==> src/hdl/trace_cfg_pkg.sv <==
//////////////////////////////////////////////////
// trace configuration package
// widths, wfi encoding, control map and the
// configuration register layout
//////////////////////////////////////////////////

package trace_cfg_pkg;

    // datapath widths
    localparam int XLEN        = 32;
    localparam int INSTR_WIDTH = 32;
    localparam int DELTA_WIDTH = 32;

    // packet buffer
    localparam int FIFO_DEPTH     = 8;
    localparam int FIFO_PTR_WIDTH = $clog2(FIFO_DEPTH);

    // wfi handling, two wfi samples still go out
    localparam logic [INSTR_WIDTH-1:0] WFI_INSTR = 32'h1050_0073;
    localparam int WFI_TRACE_LIMIT = 2;
    localparam int WFI_CNT_WIDTH   = $clog2(WFI_TRACE_LIMIT + 1);

    // control register map
    typedef enum logic [3:0] {
        START_EN       = 4'd0,
        END_EN         = 4'd1,
        START_ADDR     = 4'd2,
        END_ADDR       = 4'd3,
        LOWER_EN       = 4'd4,
        UPPER_EN       = 4'd5,
        LOWER_BOUND    = 4'd6,
        UPPER_BOUND    = 4'd7,
        WFI_CLEAR      = 4'd8,
        OVERFLOW_CLEAR = 4'd9
    } ctrl_addr_e;

    // host write request
    typedef struct packed {
        logic        wr;
        ctrl_addr_e  addr;
        logic [31:0] data;
    } ctrl_wr_t;

    // live configuration
    typedef struct packed {
        logic            start_en;
        logic            end_en;
        logic [XLEN-1:0] start_addr;
        logic [XLEN-1:0] end_addr;
        logic            lower_en;
        logic            upper_en;
        logic [XLEN-1:0] lower_bound;
        logic [XLEN-1:0] upper_bound;
    } trace_cfg_t;

endpackage

==> src/hdl/trace_pkt_pkg.sv <==
//////////////////////////////////////////////////
// trace packet package
// sample, stage and packet types of the datapath
//////////////////////////////////////////////////

package trace_pkt_pkg;
    import trace_cfg_pkg::*;

    // retired instruction from the core
    typedef struct packed {
        logic                   valid;
        logic [XLEN-1:0]        pc;
        logic [INSTR_WIDTH-1:0] instr;
    } sample_t;

    // sample after the window stage
    typedef struct packed {
        sample_t smp;
        logic    in_window;
    } window_stage_t;

    // trigger stage decision
    typedef struct packed {
        logic active;
        // set on wfi samples
        logic last;
    } trig_stage_t;

    typedef struct packed {
        logic [INSTR_WIDTH-1:0] instr;
        logic [DELTA_WIDTH-1:0] delta;
        logic [XLEN-1:0]        pc;
    } trace_pkt_t;

    // one beat on the output stream
    typedef struct packed {
        logic       last;
        trace_pkt_t pkt;
    } trace_beat_t;

endpackage

==> src/hdl/addr_window.sv <==
//////////////////////////////////////////////////
// address window stage
// registers the sample and flags pc in range
//////////////////////////////////////////////////

`timescale 1ns/1ps

module addr_window import trace_cfg_pkg::*, trace_pkt_pkg::*; (
    input  logic          clk,
    input  logic          rst_n,
    input  sample_t       sample,
    input  trace_cfg_t    cfg,
    output window_stage_t win
);

    logic                   valid_q;
    logic                   in_win_q;
    logic [XLEN-1:0]        pc_q;
    logic [INSTR_WIDTH-1:0] instr_q;
    logic                   lower_ok;
    logic                   upper_ok;

    // inclusive bounds, a disabled bound always passes
    assign lower_ok = !cfg.lower_en || (sample.pc >= cfg.lower_bound);
    assign upper_ok = !cfg.upper_en || (sample.pc <= cfg.upper_bound);

    always_ff @(posedge clk) begin
        if (!rst_n) begin
            valid_q  <= 1'b0;
            in_win_q <= 1'b0;
        end else begin
            valid_q  <= sample.valid;
            in_win_q <= lower_ok && upper_ok;
        end
    end

    // payload
    always_ff @(posedge clk) begin
        pc_q    <= sample.pc;
        instr_q <= sample.instr;
    end

    assign win = '{smp: '{valid: valid_q, pc: pc_q, instr: instr_q}, in_window: in_win_q};

endmodule

==> src/hdl/ctrl_regs.sv <==
//////////////////////////////////////////////////
// control register file
// level triggered host writes, clear pulses
//////////////////////////////////////////////////

`timescale 1ns/1ps

module ctrl_regs import trace_cfg_pkg::*; (
    input  logic       clk,
    input  logic       rst_n,
    input  ctrl_wr_t   ctrl_wr,
    output trace_cfg_t cfg,
    output logic       wfi_clear,
    output logic       ovf_clear
);

    always_ff @(posedge clk) begin
        if (!rst_n) begin
            // triggers and bounds off, window wide open
            cfg.start_en    <= 1'b0;
            cfg.end_en      <= 1'b0;
            cfg.start_addr  <= '0;
            cfg.end_addr    <= '1;
            cfg.lower_en    <= 1'b0;
            cfg.upper_en    <= 1'b0;
            cfg.lower_bound <= '0;
            cfg.upper_bound <= '1;
            wfi_clear       <= 1'b0;
            ovf_clear       <= 1'b0;
        end else begin
            // clears only last one cycle
            wfi_clear <= 1'b0;
            ovf_clear <= 1'b0;
            if (ctrl_wr.wr) begin
                case (ctrl_wr.addr)
                    START_EN:       cfg.start_en    <= ctrl_wr.data[0];
                    END_EN:         cfg.end_en      <= ctrl_wr.data[0];
                    START_ADDR:     cfg.start_addr  <= ctrl_wr.data;
                    END_ADDR:       cfg.end_addr    <= ctrl_wr.data;
                    LOWER_EN:       cfg.lower_en    <= ctrl_wr.data[0];
                    UPPER_EN:       cfg.upper_en    <= ctrl_wr.data[0];
                    LOWER_BOUND:    cfg.lower_bound <= ctrl_wr.data;
                    UPPER_BOUND:    cfg.upper_bound <= ctrl_wr.data;
                    WFI_CLEAR:      wfi_clear       <= 1'b1;
                    OVERFLOW_CLEAR: ovf_clear       <= 1'b1;
                    // unmapped address, write is lost
                    default: ;
                endcase
            end
        end
    end

endmodule

==> src/hdl/trace_fifo.sv <==
//////////////////////////////////////////////////
// packet fifo
// drop on full, sticky overflow, stream output
//////////////////////////////////////////////////

`timescale 1ns/1ps

module trace_fifo import trace_cfg_pkg::*, trace_pkt_pkg::*; (
    input  logic        clk,
    input  logic        rst_n,
    input  logic        wr_en,
    input  trace_beat_t wr_beat,
    input  logic        ovf_clear,
    output logic        out_valid,
    input  logic        out_ready,
    output trace_beat_t out_beat,
    output logic        overflow
);

    trace_beat_t               mem [FIFO_DEPTH];
    logic [FIFO_PTR_WIDTH-1:0] wr_ptr;
    logic [FIFO_PTR_WIDTH-1:0] rd_ptr;
    logic [FIFO_PTR_WIDTH:0]   count;
    logic                      full;
    logic                      push;
    logic                      pop;

    assign full = (count == FIFO_DEPTH);
    // a write into a full buffer is lost, even on a pop cycle
    assign push = wr_en && !full;
    assign pop  = out_valid && out_ready;

    assign out_valid = (count != '0);
    assign out_beat  = mem[rd_ptr];

    always_ff @(posedge clk) begin
        if (push) begin
            mem[wr_ptr] <= wr_beat;
        end
    end

    always_ff @(posedge clk) begin
        if (!rst_n) begin
            wr_ptr   <= '0;
            rd_ptr   <= '0;
            count    <= '0;
            overflow <= 1'b0;
        end else begin
            // pointers wrap, depth is a power of two
            if (push) begin
                wr_ptr <= wr_ptr + 1'b1;
            end
            if (pop) begin
                rd_ptr <= rd_ptr + 1'b1;
            end
            case ({push, pop})
                2'b10:   count <= count + 1'b1;
                2'b01:   count <= count - 1'b1;
                default: ;
            endcase
            // new drop beats a clear in the same cycle
            if (ovf_clear) begin
                overflow <= 1'b0;
            end
            if (wr_en && full) begin
                overflow <= 1'b1;
            end
        end
    end

endmodule

==> src/hdl/trace_monitor_top.sv <==
//////////////////////////////////////////////////
// trace monitor top
// filters retired instructions into a packet stream
//////////////////////////////////////////////////

`timescale 1ns/1ps

module trace_monitor_top import trace_cfg_pkg::*, trace_pkt_pkg::*; (
    input  logic        clk,
    input  logic        rst_n,
    input  sample_t     sample,
    input  logic        en,
    input  ctrl_wr_t    ctrl_wr,
    output logic        out_valid,
    input  logic        out_ready,
    output trace_beat_t out_beat,
    output logic        overflow
);

    trace_cfg_t    cfg;
    logic          wfi_clear;
    logic          ovf_clear;
    window_stage_t win;
    trig_stage_t   trig;
    logic          wr_en;
    trace_beat_t   wr_beat;

    ctrl_regs i_ctrl_regs (
        .clk       (clk),
        .rst_n     (rst_n),
        .ctrl_wr   (ctrl_wr),
        .cfg       (cfg),
        .wfi_clear (wfi_clear),
        .ovf_clear (ovf_clear)
    );

    // window and trigger stages see the same sample on the same edge
    addr_window i_addr_window (
        .clk    (clk),
        .rst_n  (rst_n),
        .sample (sample),
        .cfg    (cfg),
        .win    (win)
    );

    trigger_tracker i_trigger_tracker (
        .clk       (clk),
        .rst_n     (rst_n),
        .sample    (sample),
        .cfg       (cfg),
        .wfi_clear (wfi_clear),
        .en        (en),
        .trig      (trig)
    );

    trace_packer i_trace_packer (
        .clk     (clk),
        .rst_n   (rst_n),
        .en      (en),
        .win     (win),
        .trig    (trig),
        .wr_en   (wr_en),
        .wr_beat (wr_beat)
    );

    trace_fifo i_trace_fifo (
        .clk       (clk),
        .rst_n     (rst_n),
        .wr_en     (wr_en),
        .wr_beat   (wr_beat),
        .ovf_clear (ovf_clear),
        .out_valid (out_valid),
        .out_ready (out_ready),
        .out_beat  (out_beat),
        .overflow  (overflow)
    );

endmodule

==> src/hdl/trace_packer.sv <==
//////////////////////////////////////////////////
// trace packer
// keep decision, cycle delta stamp, packet build
//////////////////////////////////////////////////

`timescale 1ns/1ps

module trace_packer import trace_cfg_pkg::*, trace_pkt_pkg::*; (
    input  logic          clk,
    input  logic          rst_n,
    input  logic          en,
    input  window_stage_t win,
    input  trig_stage_t   trig,
    output logic          wr_en,
    output trace_beat_t   wr_beat
);

    logic [DELTA_WIDTH-1:0] cycle_cnt;
    logic [DELTA_WIDTH-1:0] last_ts;
    logic [DELTA_WIDTH-1:0] delta;

    // both stages must agree, plus the global enable
    assign wr_en = win.smp.valid && en && win.in_window && trig.active;

    // cycles since the previous kept packet
    assign delta = cycle_cnt - last_ts;

    always_ff @(posedge clk) begin
        if (!rst_n) begin
            cycle_cnt <= '0;
            last_ts   <= '0;
        end else begin
            // free running, wraps
            cycle_cnt <= cycle_cnt + 1'b1;
            if (wr_en) begin
                last_ts <= cycle_cnt;
            end
        end
    end

    assign wr_beat.last      = trig.last;
    assign wr_beat.pkt.instr = win.smp.instr;
    assign wr_beat.pkt.delta = delta;
    assign wr_beat.pkt.pc    = win.smp.pc;

endmodule

==> src/hdl/trigger_tracker.sv <==
//////////////////////////////////////////////////
// trigger tracker
// start/end trigger session and wfi stop counter
//////////////////////////////////////////////////

`timescale 1ns/1ps

module trigger_tracker import trace_cfg_pkg::*, trace_pkt_pkg::*; (
    input  logic        clk,
    input  logic        rst_n,
    input  sample_t     sample,
    input  trace_cfg_t  cfg,
    input  logic        wfi_clear,
    input  logic        en,
    output trig_stage_t trig
);

    logic                     start_reached;
    logic                     end_reached;
    logic [WFI_CNT_WIDTH-1:0] wfi_cnt;
    logic                     is_wfi;
    logic                     hit_start;
    logic                     hit_end;
    logic                     session_open;
    logic                     wfi_stop;

    assign is_wfi    = sample.valid && (sample.instr == WFI_INSTR);
    assign hit_start = sample.valid && cfg.start_en && (sample.pc == cfg.start_addr);
    assign hit_end   = sample.valid && cfg.end_en && (sample.pc == cfg.end_addr);

    // state before this sample, so start sample is out and end sample is in
    assign session_open = (start_reached || !cfg.start_en) && (!end_reached || !cfg.end_en);
    // a non-wfi sample resets the count, so only wfi samples get blocked
    assign wfi_stop = is_wfi && (wfi_cnt >= WFI_TRACE_LIMIT);

    always_ff @(posedge clk) begin
        if (!rst_n) begin
            start_reached <= 1'b0;
            end_reached   <= 1'b0;
            wfi_cnt       <= '0;
            trig          <= '0;
        end else begin
            trig.active <= session_open && !wfi_stop;
            trig.last   <= is_wfi;
            if (hit_start) begin
                start_reached <= 1'b1;
                end_reached   <= 1'b0;
            end
            // end wins if both addresses match
            if (hit_end) begin
                end_reached   <= 1'b1;
                start_reached <= 1'b0;
            end
            // saturating count of back to back wfi
            if (wfi_clear) begin
                wfi_cnt <= '0;
            end else if (sample.valid && !is_wfi) begin
                wfi_cnt <= '0;
            end else if (is_wfi && en && (wfi_cnt < WFI_TRACE_LIMIT)) begin
                wfi_cnt <= wfi_cnt + 1'b1;
            end
        end
    end

endmodule

==> config.mk <==
export PLATFORM = sky130hd
export DESIGN_NAME = trace_monitor_top
export DESIGN_NICKNAME = d
export VERILOG_FILES = /design/src/hdl/trace_cfg_pkg.sv /design/src/hdl/trace_pkt_pkg.sv /design/src/hdl/addr_window.sv /design/src/hdl/ctrl_regs.sv /design/src/hdl/trace_fifo.sv /design/src/hdl/trace_monitor_top.sv /design/src/hdl/trace_packer.sv /design/src/hdl/trigger_tracker.sv
export SDC_FILE = /design/constraint.sdc
export NUM_CORES = 1
export LEC_CHECK = 0
export BUFFER_PORTS_ARGS = -buffer_cell sky130_fd_sc_hd__buf_4
export CAP_MARGIN = 20
export CELL_PAD_IN_SITES_DETAIL_PLACEMENT = 2
export CELL_PAD_IN_SITES_GLOBAL_PLACEMENT = 2
export CORE_MARGIN = 2
export CORE_UTILIZATION = 40
export CTS_CLUSTER_DIAMETER = 100
export DETAILED_ROUTE_END_ITERATION = 8
export PLACE_DENSITY_LB_ADDON = 0.1
export SETUP_SLACK_MARGIN = 0.1
export SYNTH_ARGS = -nofsm -noshare
export SYNTH_HDL_FRONTEND = slang
export SYNTH_SLANG_ARGS = --single-unit
export TNS_END_PERCENT = 10
==> constraint.sdc <==
create_clock -name clk -period 22.8 [get_ports clk]
set_input_delay 3.42 -clock clk [delete_from_list [all_inputs] [get_ports clk]]
set_output_delay 3.42 -clock clk [all_outputs]
set_load 0.005 [all_outputs]
==> results.txt, run 1 <==
Vias per cell: 5.485
Initial Util: 0.4038
Worst EP arrival: 4.63 ns
Hold Startpoint: i_ctrl_regs.wfi_clear$_SDFF_PN0_
Crit Path Max Fanout: 71
H-tree depth: 3
Most frequent cells in the layout: edfxtp_1, nand2_1, dfxtp_1, buf_4, mux4_2
Routability Congestion: 0.7654
P&R area growth vs syn: 16.35%
Worst Path Required: 19.38 ns
DRC: 0
CTS tree: yes
Top-Level Pins: 205
Die Y: 330.5 um
1st-iter DRT viols: 1455
RSZ-0062 raised after global routing: no
CP Cell Sequence: buf_4 > buf_4 > mux4_2 > mux2_2 > buf_4
Detailed placement HPWL: 77150 um
Post-route setup slack: 14.75 ns
Crit Path Category: reg -> out
CP endpoint kind: primary output
Register-to-register setup slack: 19.00 ns
Fin. Hold Viols: 0
Avg Inst Size Synth: 15.36 um^2
Period utilization: 0.3529
CTS max path bufs: 3
Largest net degree at the start of global routing: 98
Num Clock Sinks: 1060
Synth Register Bits: 1060
Wirelength per Cell: 27.65 um
Largest cells by area after synthesis: edfxtp_1, dfxtp_1, mux4_2
Drt first pass iters: 5
GRT Total Usage: 0.2294
Die width: 330.5 um
Commonest non-fill, non-tap cell in the layout: edfxtp_1
Area of the multi-input gates: 12780 um^2
Initial antenna violation count: 11
Core box area: 105600 um^2
Power Density: 84.69 nW/um^2
Vias: 24630
Setup crit start kind: register
Netlist cell types: 69
Root Buffer: clkbuf_16
Reported max-cap violation count: 0
Most used cell, CP: buf_4
Setup TNS: 0 ns
Syn Nets: 2985
Final core utilization: 0.4699
Worst slew pin tran: 1.098 ns
Fmax achieved: 0.1243 GHz
Worst Reg2Reg Path Length in Cells: 7
Hold Path Cell Cnt: 1
Total Nets Final: 3209
Layout fillers: 9922
Hold Path Class: reg -> reg
FF-to-FF Start: i_trigger_tracker.trig[1]$_SDFF_PN0_
FFs w/ async S/R, synth: 0
Antenna viol nets, final: 0
Grt ovf: 0
Hold_buf cts: 0
Die area: 109200 um^2
Gate Count Post-Synth: 2775
Detailed Route WL: 124200 um
CP max-delay cell: buf_4
Critical R2R Capture: i_trace_fifo.mem[6][16]$_DFFE_PP_
Cts repair resizes: 0
Top cell type's share of synthesized area: 0.5466
Post-Syn Area: 42630 um^2
Fin crit period: 8.047 ns
Pre-CTS setup slack: 15.43 ns
TritonCTS Buffers: 110
FF/Latch Area: 29000 um^2
Pleak: 16.73 nW
Post-CTS setup buffers: 0
Fin. max-slew vios: 0
Yosys warnings: 0
Slew margin rel.: 0.2683
Fraction of layout cells with a size suffix above 1: 0.2355
Peak supply drop: 59.63 uV
First-pass GRT wire length: 184000 um
Setup violators final: 0
Status: finished, final reports clean
Number of global-route vias before repair: 27620
I/O Buffers: 204
Worst-Skew Late Latency: 0.70 ns
Clock slew seen by the registers of the worst setup and hold paths: 0.06 ns
Worst Clk Skew: 0.02531 ns
Top cell type by total area after synthesis: edfxtp_1
Main synth FF type: edfxtp_1
Max incr delay on CP: 0.96 ns
Rows: 119
Sequential element share of the synthesized area: 0.6800
Hold EP: i_trigger_tracker.wfi_cnt[0]$_SDFFE_PP0P_
Post-synth EDFFs: 776
worst max path at each step:
stage                     slack, ns  cells past startpoint                                to
after floorplan               11.49                      4  i_trace_fifo.mem[0][0]$_DFFE_PP_
after global placement        15.50                      5                      out_beat[26]
after detailed placement      15.43                      5                       out_beat[1]
after CTS                     14.65                      5                       out_beat[1]
after global routing          14.55                      5                       out_beat[1]
final                         14.75                      5                       out_beat[1]
synth_stat cells (3+ instances only):
cell and number:
dfxtp_1 284, nand3b_1 4, inv_1 115, edfxtp_1 776
buf_1 4, mux4_2 194, xor2_1 54, nor2b_1 10
a211oi_1 7, or3_1 8, nand2_1 354, xnor2_1 67
or4_1 4, o21ai_0 37, o211ai_1 42, and4_1 11
a31oi_1 3, nand4b_1 5, o21a_1 3, nand2b_1 14
a21oi_1 169, a21o_1 18, nand3_1 60, mux2i_1 6
and2_1 12, clkbuf_1 105, buf_2 18, nor3_1 19
and3_1 10, nor2_1 66, nand4_1 31, mux2_2 98
nor3b_1 6, nor4_1 14, ha_1 102
per-layer routing:
metal	routed length, um	track usage	vias up
li1	-	-	10940
met1	55150	0.3141	13010
met2	61170	0.3873	528
met3	5157	0.02952	154
met4	2678	0.06030	4
met5	26	0	-
critical path, delay by kind of cell, from the launching register on:
| family | cells | cell delay, ns |
|---|---|---|
| buf+inv | 3 | 2.02 |
| flops | 1 | 0.93 |
| mux | 2 | 0.77 |
power breakdown:
group | switching, mW | internal [mW]
registers | 0.0199 | 2.09
clock network | 0.791 | 1.11
logic | 0.111 | 0.0756
kinds of logic (layout without fill, tap and decap cells):
group	Yosys count	count (layout)	synth area share
AOI/OAI and AO/OA	311	311	0.04373
xor gates and xnor gates	121	121	0.02486
adders and majority gates	104	104	0.03088
buffers and inverters	244	565	0.02219
DFF	1060	1060	0.6800
muxes	298	298	0.1298
other	0	4	0
and+or+nand+nor	637	637	0.06854
flip-flops by register name, indices dropped and copies added (netlist names), 2 cells and up, named ones only:
register	cells
i_trace_fifo.count	4
i_trace_fifo.mem	776
i_trace_packer.cycle_cnt	32
i_addr_window.instr_q	32
i_trace_fifo.wr_ptr	3
i_trace_fifo.rd_ptr	3
i_ctrl_regs.cfg	132
i_trigger_tracker.trig	2
i_trigger_tracker.wfi_cnt	2
i_addr_window.pc_q	32
i_trace_packer.last_ts	32
through the flow:
| step | hold slack, ns | instances | total power, mW | area, um^2 |
|---|---|---|---|---|
| 5_1_grt | 0.4728 | 4489 | 4.327 | 49600 |
| 2_1_floorplan | 0.3964 | 2775 | 2.242 | 42630 |
| 3_5_place_dp | 0.4477 | 4275 | 2.339 | 45750 |
| 4_1_cts | 0.4570 | 4484 | 4.248 | 49550 |
| 6_report | 0.4467 | 4491 | 4.201 | 49600 |
| 3_3_place_gp | 0.4169 | 4275 | 2.327 | 45750 |
area by class of cell:
| cell class | count | share of cell area |
|---|---|---|
| Antenna cell | 4 | 0.0002018 |
| Clock buffer | 138 | 0.05946 |
| Clock inverter | 71 | 0.01720 |
| Inverter | 116 | 0.008829 |
| Multi-Input combinational cell | 1471 | 0.2576 |
| Sequential cell | 1060 | 0.5847 |
| Tap cell | 1391 | 0.03509 |
| Timing Repair Buffer | 240 | 0.03698 |
(Power assumes the default switching activity.)
==> inputs of run 2 (changes only) <==
==> constraint.sdc (replaced) <==
create_clock -name clk -period 8.4 [get_ports clk]
set_input_delay 1.26 -clock clk [delete_from_list [all_inputs] [get_ports clk]]
set_output_delay 1.26 -clock clk [all_outputs]
set_load 0.005 [all_outputs]
==> results.txt, run 2 (synthesis gave the netlist of run 1 again) <==
Status: finished, final reports clean
CTS max path bufs: 3
Pleak: 16.78 nW
Largest net degree at the start of global routing: 114
Fraction of layout cells with a size suffix above 1: 0.2394
M1 WL: 54090 um
Commonest non-fill, non-tap cell in the layout: edfxtp_1
FF/Latch Area: 29000 um^2
1st-iter DRT viols: 1486
Largest regs: i_trace_fifo.mem: 776 flops, i_ctrl_regs.cfg: 132 flops
Num Clock Sinks: 1060
Top routing layer used: met4
Power Density: 230.8 nW/um^2
Area of the multi-input gates: 12780 um^2
RSZ-0062 raised after global routing: no
Vias: 24630
Slew margin rel.: 0.2840
Top-Level Pins: 205
DRC: 0
Hold Startpoint: i_ctrl_regs.wfi_clear$_SDFF_PN0_
Max reg flops: 776
Most flop-heavy register: i_trace_fifo.mem
Routability Congestion: 0.7767
CTS tree: yes
Number of global-route vias before repair: 27160
Die width: 330.5 um
Initial Util: 0.4038
GRT Total Usage: 0.2227
Drt first pass iters: 5
Cts repair resizes: 0
WL met2: 60130 um
Wirelength per Cell: 26.91 um
Worst EP arrival: 3.75 ns
Worst Reg2Reg Path Length in Cells: 7
FF-to-FF Start: i_addr_window.in_win_q$_SDFF_PN0_
Die area: 109200 um^2
Power Total: 11.47 mW
Register-to-register setup slack: 4.87 ns
Rows: 119
Setup crit start kind: register
H-tree depth: 3
Worst slew pin tran: 1.072 ns
Fin. Hold Viols: 0
Hold Path Cell Cnt: 1
Hold Path Class: reg -> reg
First-pass GRT wire length: 179800 um
Fin. max-slew vios: 0
Crit Path Max Fanout: 46
Most frequent cells in the layout: edfxtp_1, nand2_1, dfxtp_1, buf_4, mux4_2
Fmax achieved: 0.1994 GHz
TritonCTS Buffers: 113
Clock slew seen by the registers of the worst setup and hold paths: 0.06 ns
Hold EP: i_trigger_tracker.wfi_cnt[0]$_SDFFE_PP0P_
I/O Buffers: 204
Worst Path Required: 7.14 ns
Hold_buf cts: 0
Detailed placement HPWL: 76120 um
Vias per cell: 5.484
Initial antenna violation count: 7
Crit Path Category: reg -> out
Detailed Route WL: 120900 um
Setup violators final: 0
Core box area: 105600 um^2
Root Buffer: clkbuf_16
Total Nets Final: 3212
P&R area growth vs syn: 16.60%
Worst-Skew Late Latency: 0.69 ns
Antenna viol nets, final: 0
Critical R2R Capture: i_trace_fifo.mem[2][41]$_DFFE_PP_
Fin crit period: 5.014 ns
Peak supply drop: 151.0 uV
Worst Clk Skew: 0.02214 ns
Layout fillers: 9882
Grt ovf: 0
Minimum hold slack: 0.4378 ns
Die Y: 330.5 um
CP endpoint kind: primary output
Post-CTS setup buffers: 0
Met3 WL: 4527 um
Reported max-cap violation count: 0
Period utilization: 0.5969
[run 2: routing by layer]
layer,track usage,vias up
met1,0.3044,13060
met5,0,-
li1,-,10930
met3,0.02827,135
met4,0.05204,0
met2,0.3802,503
[run 2: how the worst max path moves through the flow]
stage | from | endpoint | slack (ns) | depth (start not counted)
2_1_floorplan | en | i_trace_fifo.mem[1][0]$_DFFE_PP_ | -0.73 | 4
3_3_place_gp | en | i_trace_fifo.mem[2][48]$_DFFE_PP_ | 3.92 | 8
3_5_place_dp | en | i_trace_fifo.mem[2][41]$_DFFE_PP_ | 3.84 | 8
4_1_cts | register | out_beat[3] | 3.23 | 5
5_1_grt | register | out_beat[3] | 3.07 | 5
6_report | register | out_beat[3] | 3.39 | 5
[run 2: worst max-delay path, cell delays in order (launching register included)]
cell and delay [ns]:
dfxtp_4 0.55, buf_4 0.76, buf_4 0.58, mux4_2 0.57
mux2_2 0.31, buf_4 0.15
[run 2: area by class of cell]
cell class,instances,share of cell area
clock buffer,148,0.06318
clock inverter,65,0.01593
sequential,1060,0.5834
timing repair buffer,240,0.03645
tap,1391,0.03501
antenna,1,0.00005034
multi-input combinational,1471,0.2572
inverter,116,0.008810
[run 2: stage by stage]
stage                     instances  TNS (ns)    util  worst slack (ns)  area (um^2)
after floorplan                2775    -71.28       -           -0.7348        42630
after global placement         4275         0  0.4334             3.917        45750
after detailed placement       4275         0  0.4334             3.844        45750
after CTS                      4488         0  0.4706             3.235        49680
after global routing           4492         0  0.4709             3.073        49710
final                          4492         0  0.4709             3.386        49710
[run 2: power breakdown]
| part | internal (mW) | leakage (nW) | switching, mW | total (mW) |
|---|---|---|---|---|
| clock | 3.13 | 1.92 | 2.12 | 5.25 |
| combinational | 0.203 | 5.51 | 0.298 | 0.501 |
| sequential | 5.67 | 9.35 | 0.0497 | 5.72 |
